==> src/rtl/clock_field_pkg.sv <==
package clock_field_pkg;

    // number of two-digit fields on the display
    localparam int NUM_FIELDS = 9;

    // field codes as the host sends them
    typedef enum logic [3:0] {
        FIELD_DAY           = 4'd0,
        FIELD_MONTH         = 4'd1,
        FIELD_YEAR          = 4'd2,
        FIELD_SECOND        = 4'd3,
        FIELD_MINUTE        = 4'd4,
        FIELD_HOUR          = 4'd5,
        FIELD_CHRONO_SECOND = 4'd6,
        FIELD_CHRONO_MINUTE = 4'd7,
        FIELD_CHRONO_HOUR   = 4'd8
    } field_code_t;

    // slot positions in display order, left to right and top band first
    typedef enum logic [3:0] {
        SLOT_HOUR          = 4'd0,
        SLOT_MINUTE        = 4'd1,
        SLOT_SECOND        = 4'd2,
        SLOT_CHRONO_HOUR   = 4'd3,
        SLOT_CHRONO_MINUTE = 4'd4,
        SLOT_CHRONO_SECOND = 4'd5,
        SLOT_DAY           = 4'd6,
        SLOT_MONTH         = 4'd7,
        SLOT_YEAR          = 4'd8
    } slot_index_t;

    typedef logic [3:0] bcd_digit_t;
    typedef logic [3:0] glyph_t;

    // the font keeps zero at code 10, code 0 is an empty cell
    localparam glyph_t GLYPH_ZERO  = 4'd10;
    localparam glyph_t GLYPH_BLANK = 4'd0;

    typedef struct packed {
        field_code_t field;
        bcd_digit_t  tens;
        bcd_digit_t  units;
    } digit_write_t;

    typedef struct packed {
        bcd_digit_t tens;
        bcd_digit_t units;
    } digit_pair_t;

    typedef struct packed {
        glyph_t tens_glyph;
        glyph_t units_glyph;
    } field_glyphs_t;

endpackage
==> src/rtl/screen_layout_pkg.sv <==
package screen_layout_pkg;

    typedef logic [5:0] char_row_t;
    typedef logic [6:0] char_col_t;
    typedef logic [3:0] pixel_row_t;
    typedef logic [7:0] font_addr_t;

    typedef struct packed {
        char_row_t  char_row;
        char_col_t  char_col;
        pixel_row_t pixel_row;
    } beam_pos_t;

    typedef struct packed {
        logic       time_en;
        logic       date_en;
        logic       chrono_en;
        logic [1:0] time_ptr;
        logic [1:0] date_ptr;
        logic [1:0] chrono_ptr;
    } edit_ctrl_t;

    // character rows of the two bands
    localparam char_row_t ROW_TIME = 6'd12;
    localparam char_row_t ROW_DATE = 6'd17;

    // each digit is two character columns wide
    localparam char_col_t DIGIT_COLS = 7'd2;

    // left column of the tens digit with the units digit DIGIT_COLS further right
    localparam char_col_t COL_HOUR          = 7'd10;
    localparam char_col_t COL_MINUTE        = 7'd16;
    localparam char_col_t COL_SECOND        = 7'd22;
    localparam char_col_t COL_CHRONO_HOUR   = 7'd66;
    localparam char_col_t COL_CHRONO_MINUTE = 7'd72;
    localparam char_col_t COL_CHRONO_SECOND = 7'd78;
    localparam char_col_t COL_DAY           = 7'd34;
    localparam char_col_t COL_MONTH         = 7'd42;
    localparam char_col_t COL_YEAR_PREFIX   = 7'd48;
    localparam char_col_t COL_YEAR          = 7'd52;

    // same columns indexed by slot position
    localparam char_col_t FIELD_COL [clock_field_pkg::NUM_FIELDS] = '{
        COL_HOUR, COL_MINUTE, COL_SECOND,
        COL_CHRONO_HOUR, COL_CHRONO_MINUTE, COL_CHRONO_SECOND,
        COL_DAY, COL_MONTH, COL_YEAR
    };

endpackage

==> src/rtl/clock_display_top.sv <==
module clock_display_top (
    input  logic                                   reloj,
    input  logic                                   resetM,
    input  logic                                   wr_strobe,
    input  clock_field_pkg::field_code_t           wr_field,
    input  logic [7:0]                             wr_data,
    input  screen_layout_pkg::beam_pos_t           beam,
    input  screen_layout_pkg::edit_ctrl_t          edit,
    output screen_layout_pkg::font_addr_t          font_addr,
    output logic [clock_field_pkg::NUM_FIELDS-1:0] cursor
);
    import clock_field_pkg::*;

    digit_write_t                   wr_req;
    logic [NUM_FIELDS-1:0]          load_en;
    digit_pair_t                    digits_q;
    field_glyphs_t [NUM_FIELDS-1:0] slot_glyphs;

    // tens digit in the high nibble of the host byte
    assign wr_req = '{field: wr_field, tens: wr_data[7:4], units: wr_data[3:0]};

    digit_loader digit_loader_i (
        .reloj     (reloj),
        .resetM    (resetM),
        .wr_strobe (wr_strobe),
        .wr_req    (wr_req),
        .load_en   (load_en),
        .digits_q  (digits_q)
    );

    for (genvar i = 0; i < NUM_FIELDS; i++) begin : g_slot
        field_slot field_slot_i (
            .reloj  (reloj),
            .resetM (resetM),
            .load   (load_en[i]),
            .digits (digits_q),
            .glyphs (slot_glyphs[i])
        );
    end

    glyph_addresser glyph_addresser_i (
        .reloj     (reloj),
        .resetM    (resetM),
        .beam      (beam),
        .fields    (slot_glyphs),
        .font_addr (font_addr)
    );

    edit_cursor edit_cursor_i (
        .reloj  (reloj),
        .resetM (resetM),
        .beam   (beam),
        .edit   (edit),
        .cursor (cursor)
    );

endmodule

==> src/rtl/edit_cursor.sv <==
module edit_cursor (
    input  logic                                   reloj,
    input  logic                                   resetM,
    input  screen_layout_pkg::beam_pos_t           beam,
    input  screen_layout_pkg::edit_ctrl_t          edit,
    output logic [clock_field_pkg::NUM_FIELDS-1:0] cursor
);
    import clock_field_pkg::*;
    import screen_layout_pkg::*;

    beam_pos_t             beam_q;
    edit_ctrl_t            edit_q;
    logic [NUM_FIELDS-1:0] selected;
    logic [NUM_FIELDS-1:0] cursor_next;

    // the cursor spans both digits of a field
    function automatic logic on_field(input char_col_t col, input char_col_t left);
        return (col >= left) && (col < left + 2 * DIGIT_COLS);
    endfunction

    always_ff @(posedge reloj) begin
        beam_q <= beam;
        edit_q <= edit;
    end

    // time and stopwatch count the pointer down from hour, the date counts it up from day
    assign selected[SLOT_HOUR]          = edit_q.time_en && (edit_q.time_ptr == 2'd2);
    assign selected[SLOT_MINUTE]        = edit_q.time_en && (edit_q.time_ptr == 2'd1);
    assign selected[SLOT_SECOND]        = edit_q.time_en && (edit_q.time_ptr == 2'd0);
    assign selected[SLOT_CHRONO_HOUR]   = edit_q.chrono_en && (edit_q.chrono_ptr == 2'd2);
    assign selected[SLOT_CHRONO_MINUTE] = edit_q.chrono_en && (edit_q.chrono_ptr == 2'd1);
    assign selected[SLOT_CHRONO_SECOND] = edit_q.chrono_en && (edit_q.chrono_ptr == 2'd0);
    assign selected[SLOT_DAY]           = edit_q.date_en && (edit_q.date_ptr == 2'd0);
    assign selected[SLOT_MONTH]         = edit_q.date_en && (edit_q.date_ptr == 2'd1);
    assign selected[SLOT_YEAR]          = edit_q.date_en && (edit_q.date_ptr == 2'd2);

    // mask is in slot order with the hour field in the top bit
    always_comb begin
        cursor_next = '0;
        for (int s = 0; s < NUM_FIELDS; s++) begin
            if (selected[s] && on_field(beam_q.char_col, FIELD_COL[s]) &&
                (beam_q.char_row == ((s < int'(SLOT_DAY)) ? ROW_TIME : ROW_DATE))) begin
                cursor_next[NUM_FIELDS-1-s] = 1'b1;
            end
        end
    end

    always_ff @(posedge reloj) begin
        if (resetM) begin
            cursor <= '0;
        end else begin
            cursor <= cursor_next;
        end
    end

    // the beam can only sit on one field at a time
    a_cursor_onehot: assert property (
        @(posedge reloj) disable iff (resetM)
        $onehot0(cursor)
    );

endmodule

==> src/rtl/glyph_addresser.sv <==
module glyph_addresser (
    input  logic                                                    reloj,
    input  logic                                                    resetM,
    input  screen_layout_pkg::beam_pos_t                            beam,
    input  clock_field_pkg::field_glyphs_t [clock_field_pkg::NUM_FIELDS-1:0] fields,
    output screen_layout_pkg::font_addr_t                           font_addr
);
    import clock_field_pkg::*;
    import screen_layout_pkg::*;

    // the year always reads 20xx
    localparam glyph_t PREFIX_TENS  = 4'd2;
    localparam glyph_t PREFIX_UNITS = GLYPH_ZERO;

    beam_pos_t beam_q;
    glyph_t    glyph_sel;
    logic      on_digit;

    function automatic logic in_cell(input char_col_t col, input char_col_t left);
        return (col >= left) && (col < left + DIGIT_COLS);
    endfunction

    // stage 1 holds the beam position
    always_ff @(posedge reloj) begin
        beam_q <= beam;
    end

    always_comb begin
        glyph_sel = GLYPH_BLANK;
        on_digit  = 1'b0;
        if (beam_q.char_row == ROW_TIME) begin
            for (int s = int'(SLOT_HOUR); s <= int'(SLOT_CHRONO_SECOND); s++) begin
                if (in_cell(beam_q.char_col, FIELD_COL[s])) begin
                    glyph_sel = fields[s].tens_glyph;
                    on_digit  = 1'b1;
                end
                if (in_cell(beam_q.char_col, FIELD_COL[s] + DIGIT_COLS)) begin
                    glyph_sel = fields[s].units_glyph;
                    on_digit  = 1'b1;
                end
            end
        end else if (beam_q.char_row == ROW_DATE) begin
            for (int s = int'(SLOT_DAY); s <= int'(SLOT_YEAR); s++) begin
                if (in_cell(beam_q.char_col, FIELD_COL[s])) begin
                    glyph_sel = fields[s].tens_glyph;
                    on_digit  = 1'b1;
                end
                if (in_cell(beam_q.char_col, FIELD_COL[s] + DIGIT_COLS)) begin
                    glyph_sel = fields[s].units_glyph;
                    on_digit  = 1'b1;
                end
            end
            if (in_cell(beam_q.char_col, COL_YEAR_PREFIX)) begin
                glyph_sel = PREFIX_TENS;
                on_digit  = 1'b1;
            end
            if (in_cell(beam_q.char_col, COL_YEAR_PREFIX + DIGIT_COLS)) begin
                glyph_sel = PREFIX_UNITS;
                on_digit  = 1'b1;
            end
        end
    end

    // stage 2 puts the glyph code on top and the pixel row inside the glyph below
    always_ff @(posedge reloj) begin
        if (resetM) begin
            font_addr <= '0;
        end else if (on_digit) begin
            font_addr <= {glyph_sel, beam_q.pixel_row};
        end else begin
            font_addr <= '0;
        end
    end

endmodule

==> src/rtl/field_slot.sv <==
module field_slot (
    input  logic                           reloj,
    input  logic                           resetM,
    input  logic                           load,
    input  clock_field_pkg::digit_pair_t   digits,
    output clock_field_pkg::field_glyphs_t glyphs
);
    import clock_field_pkg::*;

    digit_pair_t held;

    // each digit maps to a font code and anything that is not BCD shows as an empty cell
    function automatic glyph_t to_glyph(input bcd_digit_t d);
        if (d == 4'd0) begin
            return GLYPH_ZERO;
        end else if (d <= 4'd9) begin
            return glyph_t'(d);
        end
        return GLYPH_BLANK;
    endfunction

    always_ff @(posedge reloj) begin
        if (resetM) begin
            held <= '0;
        end else if (load) begin
            held <= digits;
        end
    end

    assign glyphs.tens_glyph  = to_glyph(held.tens);
    assign glyphs.units_glyph = to_glyph(held.units);

    // the font has nothing above the zero glyph
    a_glyph_range: assert property (
        @(posedge reloj) disable iff (resetM)
        (glyphs.tens_glyph <= GLYPH_ZERO) && (glyphs.units_glyph <= GLYPH_ZERO)
    );

endmodule

==> src/rtl/digit_loader.sv <==
module digit_loader (
    input  logic                                   reloj,
    input  logic                                   resetM,
    input  logic                                   wr_strobe,
    input  clock_field_pkg::digit_write_t          wr_req,
    output logic [clock_field_pkg::NUM_FIELDS-1:0] load_en,
    output clock_field_pkg::digit_pair_t           digits_q
);
    import clock_field_pkg::*;

    logic [NUM_FIELDS-1:0] load_next;

    // the field code picks a slot position and unknown codes select nothing
    always_comb begin
        load_next = '0;
        if (wr_strobe) begin
            case (wr_req.field)
                FIELD_HOUR:          load_next[SLOT_HOUR]          = 1'b1;
                FIELD_MINUTE:        load_next[SLOT_MINUTE]        = 1'b1;
                FIELD_SECOND:        load_next[SLOT_SECOND]        = 1'b1;
                FIELD_CHRONO_HOUR:   load_next[SLOT_CHRONO_HOUR]   = 1'b1;
                FIELD_CHRONO_MINUTE: load_next[SLOT_CHRONO_MINUTE] = 1'b1;
                FIELD_CHRONO_SECOND: load_next[SLOT_CHRONO_SECOND] = 1'b1;
                FIELD_DAY:           load_next[SLOT_DAY]           = 1'b1;
                FIELD_MONTH:         load_next[SLOT_MONTH]         = 1'b1;
                FIELD_YEAR:          load_next[SLOT_YEAR]          = 1'b1;
                default:             load_next                     = '0;
            endcase
        end
    end

    always_ff @(posedge reloj) begin
        if (resetM) begin
            load_en <= '0;
        end else begin
            load_en <= load_next;
        end
    end

    // the digit pair lines up with the strobe it belongs to
    always_ff @(posedge reloj) begin
        if (wr_strobe) begin
            digits_q.tens  <= wr_req.tens;
            digits_q.units <= wr_req.units;
        end
    end

    // at most one slot may take the shared digit pair in any cycle
    a_load_onehot: assert property (
        @(posedge reloj) disable iff (resetM)
        $onehot0(load_en)
    );

endmodule

==> config.mk <==
export PLATFORM = sky130hd
export DESIGN_NAME = clock_display_top
export DESIGN_NICKNAME = d
export VERILOG_FILES = /design/src/rtl/clock_field_pkg.sv /design/src/rtl/screen_layout_pkg.sv /design/src/rtl/clock_display_top.sv /design/src/rtl/edit_cursor.sv /design/src/rtl/glyph_addresser.sv /design/src/rtl/field_slot.sv /design/src/rtl/digit_loader.sv
export SDC_FILE = /design/constraint.sdc
export NUM_CORES = 1
export LEC_CHECK = 0
export ABC_CLOCK_PERIOD_IN_PS = 1900
export BUFFER_PORTS_ARGS = -buffer_cell sky130_fd_sc_hd__buf_2
export CAP_MARGIN = 20
export CORE_MARGIN = 5
export CORE_UTILIZATION = 33
export CTS_CLUSTER_SIZE = 14
export DETAILED_ROUTE_END_ITERATION = 12
export GPL_TIMING_DRIVEN = 1
export PLACE_DENSITY = 0.53
export SLEW_MARGIN = 20
export SYNTH_ARGS = -nofsm -noshare
export SYNTH_HDL_FRONTEND = slang
export SYNTH_HIERARCHICAL = 1
export SYNTH_SLANG_ARGS = --single-unit
==> constraint.sdc <==
create_clock -name reloj -period 1.9 [get_ports reloj]
set_input_delay 0.095 -clock reloj [delete_from_list [all_inputs] [get_ports reloj]]
set_output_delay 0.095 -clock reloj [all_outputs]
set_load 0.03 [all_outputs]
## Word-level counts from Yosys, hierarchy flattened

Cells that the tools add are included.

| word-level totals | value |
|---|---|
| word-level logic and storage cells | 349 |
| bits in latches | 0 |
| memories | 0 |
| bits of input ports | 41 |
| output and inout port bits | 17 |
| RAM bits | 0 |
| memory bits (read-only) | 0 |
| register bits after elaboration | 132 |

| cells by class | value |
|---|---|
| multipliers | 0 |
| bitwise logic cells | 2 |
| order comparisons | 67 |
| equal/unequal tests | 16 |
| reduce and logical (&&, ||, !) cells | 80 |
| shifts and indexed selects | 0 |
| div/mod/pow operators | 0 |
| add/sub/neg operators | 0 |
| multiplexer cells | 152 |

Operators with widths:

| operator | number |
|---|---|
| $mux 4 | 76 |
| $lt 7x6->1 const B | 11 |
| $logic_not 4->1 | 19 |
| $mux 1 | 76 |
| $le 4x4->1 const B | 18 |
| $lt 7x7->1 const B | 9 |
| $ge 7x6->1 const B | 8 |
| $logic_and 1x1->1 | 56 |
| $ge 7x7->1 const B | 6 |
| $lt 7x5->1 const B | 6 |
| $ge 7x5->1 const B | 4 |
| $lt 7x4->1 const B | 3 |
| $eq 4x3->1 const B | 4 |
| $ge 7x4->1 const B | 2 |
| $eq 4x2->1 const B | 2 |
| $eq 2x1->1 const B | 3 |
| $eq 2x2->1 const B | 3 |
| $eq 6x4->1 const B | 1 |
| $eq 6x5->1 const B | 1 |
| $logic_not 2->1 | 3 |
| $eq 4x1->1 const B | 1 |
| $eq 4x4->1 const B | 1 |
| $reduce_or 2->1 | 2 |
| $not 1->1 | 2 |

## Logic depth before layout (Yosys ltp)

Gate-level depths: netlist of the first run.

| depth | value |
|---|---|
| word-level depth | 17 |
| mapped depth | 8 |
| gate-level depth less buffers | 8 |

## Cells and area by module

The synthesis of the first run kept the hierarchy.

Modules (own cells, without submodules):

| module | cells each | area an instance (µm²) | instances | sequential area each (µm²) |
|---|---|---|---|---|
| field_slot | 40 | 365.4 | 9 | 160.2 |
| glyph_addresser | 193 | 1624.1 | 1 | 480.5 |
| edit_cursor | 70 | 874.6 | 1 | 600.6 |
| digit_loader | 31 | 518.0 | 1 | 420.4 |

## Worst setup path before layout of the first run

No wires, ideal clock.

| timing path | value |
|---|---|
| path type | reg-to-reg |
| start | reg glyph_addresser_i/beam_q[8] (netlist bit) |
| end | reg glyph_addresser_i.font_addr[5] |
| path slack | 0.060 ns |
| arrival time | 1.725 ns |
| clock period less this slack | 1.840 ns |
| path buffers | 1 |
| stages on the path, launching flop included | 6 |
| data required time | 1.785 ns |
| setup time | 0.115 ns |
| cell sequence | dfxtp_1 -> buf_6 -> or4b_4 -> or3b_4 -> o221a_2 -> o21a_1 |

| between the ends | value |
|---|---|
| longest elaborated chain between the ends | 17 |
| elaborated cells between the ends (all ways) | 106 |
| classes of those cells | 40 x order compare; 44 x mux; 1 x bitwise; 21 x reduce/logical |

Ends and longest elaborated chain:

| element | line | text |
|---|---|---|
| start, declared | glyph_addresser.sv:15 | `beam_pos_t beam_q;` |
| start signal, assigned | glyph_addresser.sv:25 | `beam_q <= beam;` |
| $ge 7x4->1 / $lt 7x4->1 (equally long branches) | glyph_addresser.sv:20 | `return (col >= left) && (col < left + DIGIT_COLS);` |
| $logic_and 1x1->1 | glyph_addresser.sv:20 |  |
| $mux 1 | glyph_addresser.sv:33 | `if (in_cell(beam_q.char_col, FIELD_COL[s])) begin` |
| $mux 1 | glyph_addresser.sv:37 | `if (in_cell(beam_q.char_col, FIELD_COL[s] + DIGIT_COLS)) begin` |
| $mux 1 | glyph_addresser.sv:33 |  |
| $mux 1 | glyph_addresser.sv:37 |  |
| $mux 1 | glyph_addresser.sv:33 |  |
| $mux 1 | glyph_addresser.sv:37 |  |
| $mux 1 | glyph_addresser.sv:33 |  |
| $mux 1 | glyph_addresser.sv:37 |  |
| $mux 1 | glyph_addresser.sv:33 |  |
| $mux 1 | glyph_addresser.sv:37 |  |
| $mux 1 | glyph_addresser.sv:33 |  |
| $mux 1 | glyph_addresser.sv:37 |  |
| $mux 1 | glyph_addresser.sv:31 | `if (beam_q.char_row == ROW_TIME) begin` |
| $not 1->1 (no line) | -- |  |
| $reduce_or 2->1 (no line) | -- |  |
| end signal, assigned | glyph_addresser.sv:69 | `font_addr <= {glyph_sel, beam_q.pixel_row};` |
| end, declared | glyph_addresser.sv:6 | `output screen_layout_pkg::font_addr_t font_addr` |

Several ways; a longest one is shown, not always the timed one.
A chain may end at the register's enable or synchronous reset.

## Final worst setup path of the first run

| timing path | value |
|---|---|
| start | reg glyph_addresser_i/beam_q[7] (netlist bit) |
| end | reg glyph_addresser_i.font_addr[5] |

The elaborated chain is that of the path after synthesis.

==> results of run 1 <==
[cell usage after synthesis (5+ instances only)]
library cell               number
sky130_fd_sc_hd__a21oi_1       14
sky130_fd_sc_hd__nor2b_1       26
sky130_fd_sc_hd__clkbuf_1       9
sky130_fd_sc_hd__nor3_1        19
sky130_fd_sc_hd__nand3_1        5
sky130_fd_sc_hd__nor4_1         7
sky130_fd_sc_hd__buf_2          7
sky130_fd_sc_hd__inv_1         22
sky130_fd_sc_hd__o21ai_0       24
sky130_fd_sc_hd__buf_1         10
sky130_fd_sc_hd__nand2b_1      10
sky130_fd_sc_hd__and2_1        22
sky130_fd_sc_hd__nor2_1       105
sky130_fd_sc_hd__edfxtp_1       8
sky130_fd_sc_hd__dfxtp_1      135
sky130_fd_sc_hd__mux2i_1       75
sky130_fd_sc_hd__a22oi_1        5
sky130_fd_sc_hd__a211oi_1      21
sky130_fd_sc_hd__o21a_1        21
sky130_fd_sc_hd__nand2_1       12
sky130_fd_sc_hd__buf_6         10
sky130_fd_sc_hd__nor3b_1        8
sky130_fd_sc_hd__nand3b_1       5
[power by group]
part           total [uW]  switching (uW)  internal, uW
Sequential           3210             114          3100
Clock                3470            1350          2130
Combinational         449             217           232
Total                7130            1680          5460
[state kept, by name, indices dropped and copies added (netlist names)]
signal / flops
digit_loader_i/digits_q: 8
edit_cursor_i/edit_q: 9
digit_loader_i/load_en: 9
g_slot.field_slot_i/held: 72
glyph_addresser_i/beam_q: 16
edit_cursor_i/cursor: 9
edit_cursor_i/beam_q: 12
glyph_addresser_i/font_addr: 8
[worst max-delay path by stage]
stage	from	end	slack [ns]	cells after the start
after CTS	glyph_addresser_i/beam_q[7]	glyph_addresser_i/font_addr[5]	-0.008	4
after detailed placement	glyph_addresser_i/beam_q[9]	glyph_addresser_i/font_addr[6]	-0.11	7
final	glyph_addresser_i/beam_q[7]	glyph_addresser_i/font_addr[5]	-0.002	4
after global routing	glyph_addresser_i/beam_q[7]	glyph_addresser_i/font_addr[4]	-0.06	6
after floorplan	glyph_addresser_i/beam_q[8]	glyph_addresser_i/font_addr[5]	0.06	5
after global placement	glyph_addresser_i/beam_q[7]	glyph_addresser_i/font_addr[4]	-0.1	8
[timing repair]
| item | in CTS | in global routing |
|---|---|---|
| pin swaps | 4 | 10 |
| endpoints found under the hold margin | 53 | 0 |
| setup endpoints to repair | 4 | 8 |
| hold buffers | 39 | 0 |
| buffers inserted | 0 | 1 |
| gates resized for setup | 12 | 26 |
[through the flow]
stage               utilization (%)  hold WS [ns]  total power [uW]
finish                         43.6        0.0552              7130
global route                   43.6        0.0467              7390
CTS                            43.0        0.0330              7210
detailed placement             37.4         0.199              3640
global placement               37.4         0.199              3640
floorplan                         -         0.123              3430
[kinds of logic after synthesis]
| family | Yosys count | share of synthesized area, % |
|---|---|---|
| muxes | 78 | 12.4 |
| AOI/OAI and AO/OA | 124 | 14.5 |
| xor gates and xnor gates | 2 | 0.278 |
| and+or+nand+nor | 249 | 21.4 |
| DFF | 143 | 46.7 |
| buffers and inverters | 58 | 4.78 |
[cell type report]
class / instances / share of cell area [%]
multi-input cells: 453 / 38.9
flip-flops and latches: 143 / 36.1
repair buffers: 145 / 12.9
clock buffers: 18 / 5.37
well taps: 234 / 3.58
clock inverters: 14 / 2.20
inverters: 22 / 1.01
[metal layers]
metal	up-vias	wire (um)	part of all wire (%)	global-route usage [%]
met4	0	491	2.8	6.70
met3	32	654	3.7	3.69
met1	2481	7920	45	19.9
li1	2587	-	-	-
met5	-	0	0	0
met2	114	8410	48	26.5
==> metrics.log, run 1 <==
[metrics] Top Ports: 58
[metrics] all-layer global routing usage: 16.0%
[metrics] Worst path max stage delay: 0.56 ns
[metrics] Sinks on Clock Net: 143
[metrics] overflow left after global routing: 0
[metrics] clock latency at the later pin of the worst-skew pair: 0.42 ns
[metrics] fill cell instance count of the final layout: 1,803
[metrics] placer's final routability congestion estimate: 0.885
[metrics] Leak: 0.00298 uW
[metrics] ranking of synthesized cells by area: sky130_fd_sc_hd__dfxtp_1 43%, sky130_fd_sc_hd__mux2i_1 12%, sky130_fd_sc_hd__nor2_1 6.3%
[metrics] DRT Pass-1 Iters: 6
[metrics] largest net degree at the start of global routing: 38
[metrics] leading register cell type out of synthesis: sky130_fd_sc_hd__dfxtp_1
[metrics] antenna violation net count after detailed routing: 0
[metrics] Fmax achieved: 526 MHz
[metrics] CTS clock-pin slew for the worst setup and hold paths: 0.06 ns
[metrics] Syn Area/Cell: 9.64 um2
[metrics] nets in the synthesized netlist: 695
[metrics] arrival time of the worst setup path: 2.21 ns
[metrics] path depth of the worst reg2reg path: 4
[metrics] Setup violations, final: 1
[metrics] area enclosed by the die boundary: 22,000 um2
[metrics] sequential area share after synthesis: 46.7%
[metrics] RSZ-0062 raised after global routing: yes
[metrics] reg-to-reg startpoint: glyph_addresser_i/beam_q[7]
[metrics] n_diodes: 0
[metrics] initial antenna violation count: 0
[metrics] area taken by flip-flops and latches: 2950 um2
[metrics] required time of the critical path: 2.21 ns
[metrics] series of cell instances along the critical path: or4b_4 -> or3b_4 -> o221a_2 -> o21a_1
[metrics] Hold Path Cell Cnt: 1
[metrics] Post-Place Setup Slack: -0.108 ns
[metrics] hold-critical path endpoint: digit_loader_i/digits_q[1]
[metrics] Top Family by Delay on Critical Path: simple AND/OR/NAND/NOR gates
[metrics] Slew HR: 61.1%
[metrics] cells after synthesis: 654
[metrics] Starting Density: 33.6%
[metrics] post-detail-place hpwl: 12.7 mm
[metrics] commonest non-fill, non-tap cell in the layout: sky130_fd_sc_hd__dfxtp_1
[metrics] number of DRC markers in iteration 0: 360
[metrics] total number of placement rows: 50
[metrics] number of enable flip-flop cells after synthesis: 8
[metrics] layout overhead on the synthesized area: 29.8%
[metrics] launch point of the worst hold path: wr_strobe
[metrics] critical path endpoint category: register
[metrics] area of the multi-input gates: 3180 um2
[metrics] Tcrit/Tclk final: 100%
[metrics] Synthesis Warnings: 6
[metrics] crit start category: register
[metrics] failing checks: setup timing
[metrics] Post-Synthesis Cell Area: 6300 um2
[metrics] WL/cell: 17.0 um
[metrics] Final Routed Wirelength: 17.5 mm
[metrics] CTS H-tree lvls: 4
[metrics] post-route cell area: 8180 um2
[metrics] number of port buffers: 56
[metrics] vertical die dimension: 148 um
[metrics] root buffer selected by CTS: sky130_fd_sc_hd__clkbuf_16
[metrics] global-route wire length before repair: 27.4 mm
[metrics] IR drop worst, VDD: 0.575 mV
[metrics] CTS tree: built
[metrics] post-synth top area cell: sky130_fd_sc_hd__dfxtp_1
[metrics] CTS Buf Count: 17
[metrics] total power density per cell area: 872 nW/um2
[metrics] end of the worst register-to-register path: glyph_addresser_i/font_addr[5]
[metrics] max-cap violations: 0
[metrics] actual slew at the worst max-slew pin: 0.583 ns
[metrics] final cell count without fillers: 1,029
[metrics] crit path max fanout: 5
[metrics] post-synthesis sequential element count: 143
[metrics] status: finished with violations
[metrics] CP bufs+invs: 0
[metrics] DR vias/cell: 5.07
[metrics] total cell area at the placement stage: 7030 um2
[metrics] Total Neg Setup Slack: -0.00166 ns
[metrics] # placed instances: 957
[metrics] setup slack of the worst register-to-register path: -0.002 ns
[metrics] area share of the largest cell type after synthesis: 42.9%
[metrics] Die W: 148 um
[metrics] critical path's slowest cell: sky130_fd_sc_hd__or4b_4
[metrics] total via count after detailed routing: 5,214
[metrics] clock period minus worst slack: 1.90 ns
[metrics] Synth async-reset ratio: 0%
[metrics] Post-route DRC: 0
[metrics] Fin Clk Skew: 0.00766 ns
[metrics] minimum setup slack in the final design: -0.00166 ns
[metrics] final max-slew violation count: 0
[metrics] share of post-route cells with drive strength above 1: 22.9%
[metrics] type of the most critical hold path: in2reg
[metrics] top library cells by usage in the layout, fill and taps aside: 131 x sky130_fd_sc_hd__dfxtp_1, 103 x sky130_fd_sc_hd__nor2_1, 75 x sky130_fd_sc_hd__mux2i_1
[metrics] category of the most critical setup path: reg2reg
[metrics] Netlist cell types: 67
[metrics] core region area: 18,800 um2
[metrics] final net count: 823
[metrics] Final Hold Fails: 0
[metrics] largest buffer count on any clock path: 2
[metrics] number of global-route vias before repair: 5,259
Note: power is estimated with default switching activity, not from simulation.
==> inputs of run 2 (changes only) <==
--- a/config.mk
+++ b/config.mk
@@ -14,6 +14,7 @@
 export DETAILED_ROUTE_END_ITERATION = 12
 export GPL_TIMING_DRIVEN = 1
 export PLACE_DENSITY = 0.53
+export SKIP_LAST_GASP = 1
 export SLEW_MARGIN = 20
 export SYNTH_ARGS = -nofsm -noshare
 export SYNTH_HDL_FRONTEND = slang
==> metrics.log, run 2 (synthesized netlist as in run 1, its figures left out) <==
[metrics] n_diodes: 0
[metrics] core occupancy in the finished layout: 43.5%
[metrics] Die W: 148 um
[metrics] post-detail-place hpwl: 12.7 mm
[metrics] antenna violation net count after detailed routing: 0
[metrics] Starting Density: 33.6%
[metrics] critical path's slowest cell: sky130_fd_sc_hd__or4b_4
[metrics] commonest non-fill, non-tap cell in the layout: sky130_fd_sc_hd__dfxtp_1
[metrics] initial antenna violation count: 0
[metrics] placer's final routability congestion estimate: 0.885
[metrics] type of the most critical hold path: in2reg
[metrics] Final Hold Fails: 0
[metrics] crit path max fanout: 5
[metrics] Regs by FF count: g_slot.field_slot_i/held x72, glyph_addresser_i/beam_q x16, edit_cursor_i/beam_q x12
[metrics] max-cap violations: 0
[metrics] vertical die dimension: 148 um
[metrics] Leak: 0.00298 uW
[metrics] WL/cell: 17.0 um
[metrics] RSZ-0062 raised after global routing: yes
[metrics] register with the most flip-flops: g_slot.field_slot_i/held
[metrics] Final Routed Wirelength: 17.5 mm
[metrics] Worst path max stage delay: 0.56 ns
[metrics] Tcrit/Tclk final: 100%
[metrics] failing checks: setup timing
[metrics] total via count after detailed routing: 5,209
[metrics] category of the most critical setup path: reg2reg
[metrics] largest net degree at the start of global routing: 38
[metrics] Sinks on Clock Net: 143
[metrics] global-route wire length before repair: 27.4 mm
[metrics] IR drop worst, VDD: 0.574 mV
[metrics] CTS Buf Count: 17
[metrics] area enclosed by the die boundary: 22,000 um2
[metrics] DRT Pass-1 Iters: 5
[metrics] core region area: 18,800 um2
[metrics] arrival time of the worst setup path: 2.21 ns
[metrics] Fin Clk Skew: 0.00767 ns
[metrics] required time of the critical path: 2.20 ns
[metrics] largest buffer count on any clock path: 2
[metrics] crit start category: register
[metrics] status: finished with violations
[metrics] share of post-route cells with drive strength above 1: 22.6%
[metrics] final max-slew violation count: 0
[metrics] total number of placement rows: 50
[metrics] layout overhead on the synthesized area: 29.6%
[metrics] flip-flop count of the largest register after layout: 72
[metrics] Setup violations, final: 1
[metrics] final net count: 823
[metrics] number of port buffers: 56
[metrics] clock latency at the later pin of the worst-skew pair: 0.42 ns
[metrics] critical path endpoint category: register
[metrics] Top Ports: 58
[metrics] all-layer global routing usage: 15.9%
[metrics] Total Neg Setup Slack: -0.00121 ns
[metrics] actual slew at the worst max-slew pin: 0.591 ns
[metrics] CTS clock-pin slew for the worst setup and hold paths: 0.06 ns
[metrics] top library cells by usage in the layout, fill and taps aside: 131 x sky130_fd_sc_hd__dfxtp_1, 104 x sky130_fd_sc_hd__nor2_1, 75 x sky130_fd_sc_hd__mux2i_1
[metrics] Fmax achieved: 526 MHz
[metrics] Post-route DRC: 0
[metrics] clock period minus worst slack: 1.90 ns
[metrics] fill cell instance count of the final layout: 1,807
[metrics] CTS H-tree lvls: 4
[metrics] number of DRC markers in iteration 0: 360
[metrics] series of cell instances along the critical path: or4b_4 -> or3b_4 -> o221a_2 -> o21a_1
[metrics] Slew HR: 60.6%
[metrics] number of global-route vias before repair: 5,267
[metrics] overflow left after global routing: 0
[metrics] root buffer selected by CTS: sky130_fd_sc_hd__clkbuf_16
[metrics] DR vias/cell: 5.06
[metrics] total power density per cell area: 873 nW/um2
[metrics] minimum setup slack in the final design: -0.00121 ns
[metrics] CTS tree: built
-- run 2: final cells by class --
class                   count  area (um2)  share of cell area, %
multi-input cells         453        3170                   38.8
flip-flops and latches    143        2950                   36.1
repair buffers            145        1050                   12.9
clock buffers              18         439                   5.37
well taps                 234         293                   3.58
clock inverters            14         180                   2.20
inverters                  22        82.6                   1.01
-- run 2: final timing paths --
path | from | to | slack [ns] | cells past startpoint
max | glyph_addresser_i/beam_q[7] | glyph_addresser_i/font_addr[5] | -0.001 | 4
min | wr_strobe | digit_loader_i/digits_q[1] | 0.06 | 1
max reg2reg | glyph_addresser_i/beam_q[7] | glyph_addresser_i/font_addr[5] | -0.001 | 4
min reg2reg | glyph_addresser_i/beam_q[3] | glyph_addresser_i/font_addr[3] | 0.43 | 1
-- run 2: power by group --
| part | switching (uW) | internal [uW] | total, uW |
|---|---|---|---|
| clock | 1340 | 2130 | 3470 |
| combinational | 216 | 232 | 448 |
| sequential | 114 | 3100 | 3210 |
-- run 2: stage by stage --
step	worst slack, ns	std cells	cell area (um2)	total power [uW]	hold WS [ns]
2_1_floorplan	0.0600	654	6300	3430	0.123
3_3_place_gp	-0.0986	957	7030	3640	0.199
3_5_place_dp	-0.108	957	7030	3640	0.199
4_1_cts	-0.00823	1028	8070	7210	0.0330
5_1_grt	-0.0610	1029	8170	7390	0.0467
6_report	-0.00121	1029	8170	7130	0.0553
-- run 2: layer usage --
layer | GRT usage [%] | wire length (um) | vias up
li1 | - | - | 2588
met1 | 19.9 | 7900 | 2471
met2 | 26.5 | 8430 | 120
met3 | 3.69 | 667 | 30
met4 | 6.70 | 479 | 0
met5 | 0 | 0 | -
-- run 2: worst max-delay path, delay by kind of cell, from the launching register on --
family | cells | cell delay, ns
DFF | 1 | 0.32
AOI/OAI and AO/OA | 2 | 0.47
and+or+nand+nor | 2 | 1.00
-- run 2: what timing repair did --
item	CTS	global route
cloned	0	0
hold endpoints to repair	53	0
setup endpoints to repair	4	8
gates resized for setup	11	24
buffers inserted	0	1
hold buffers	39	0
pin swaps	4	10
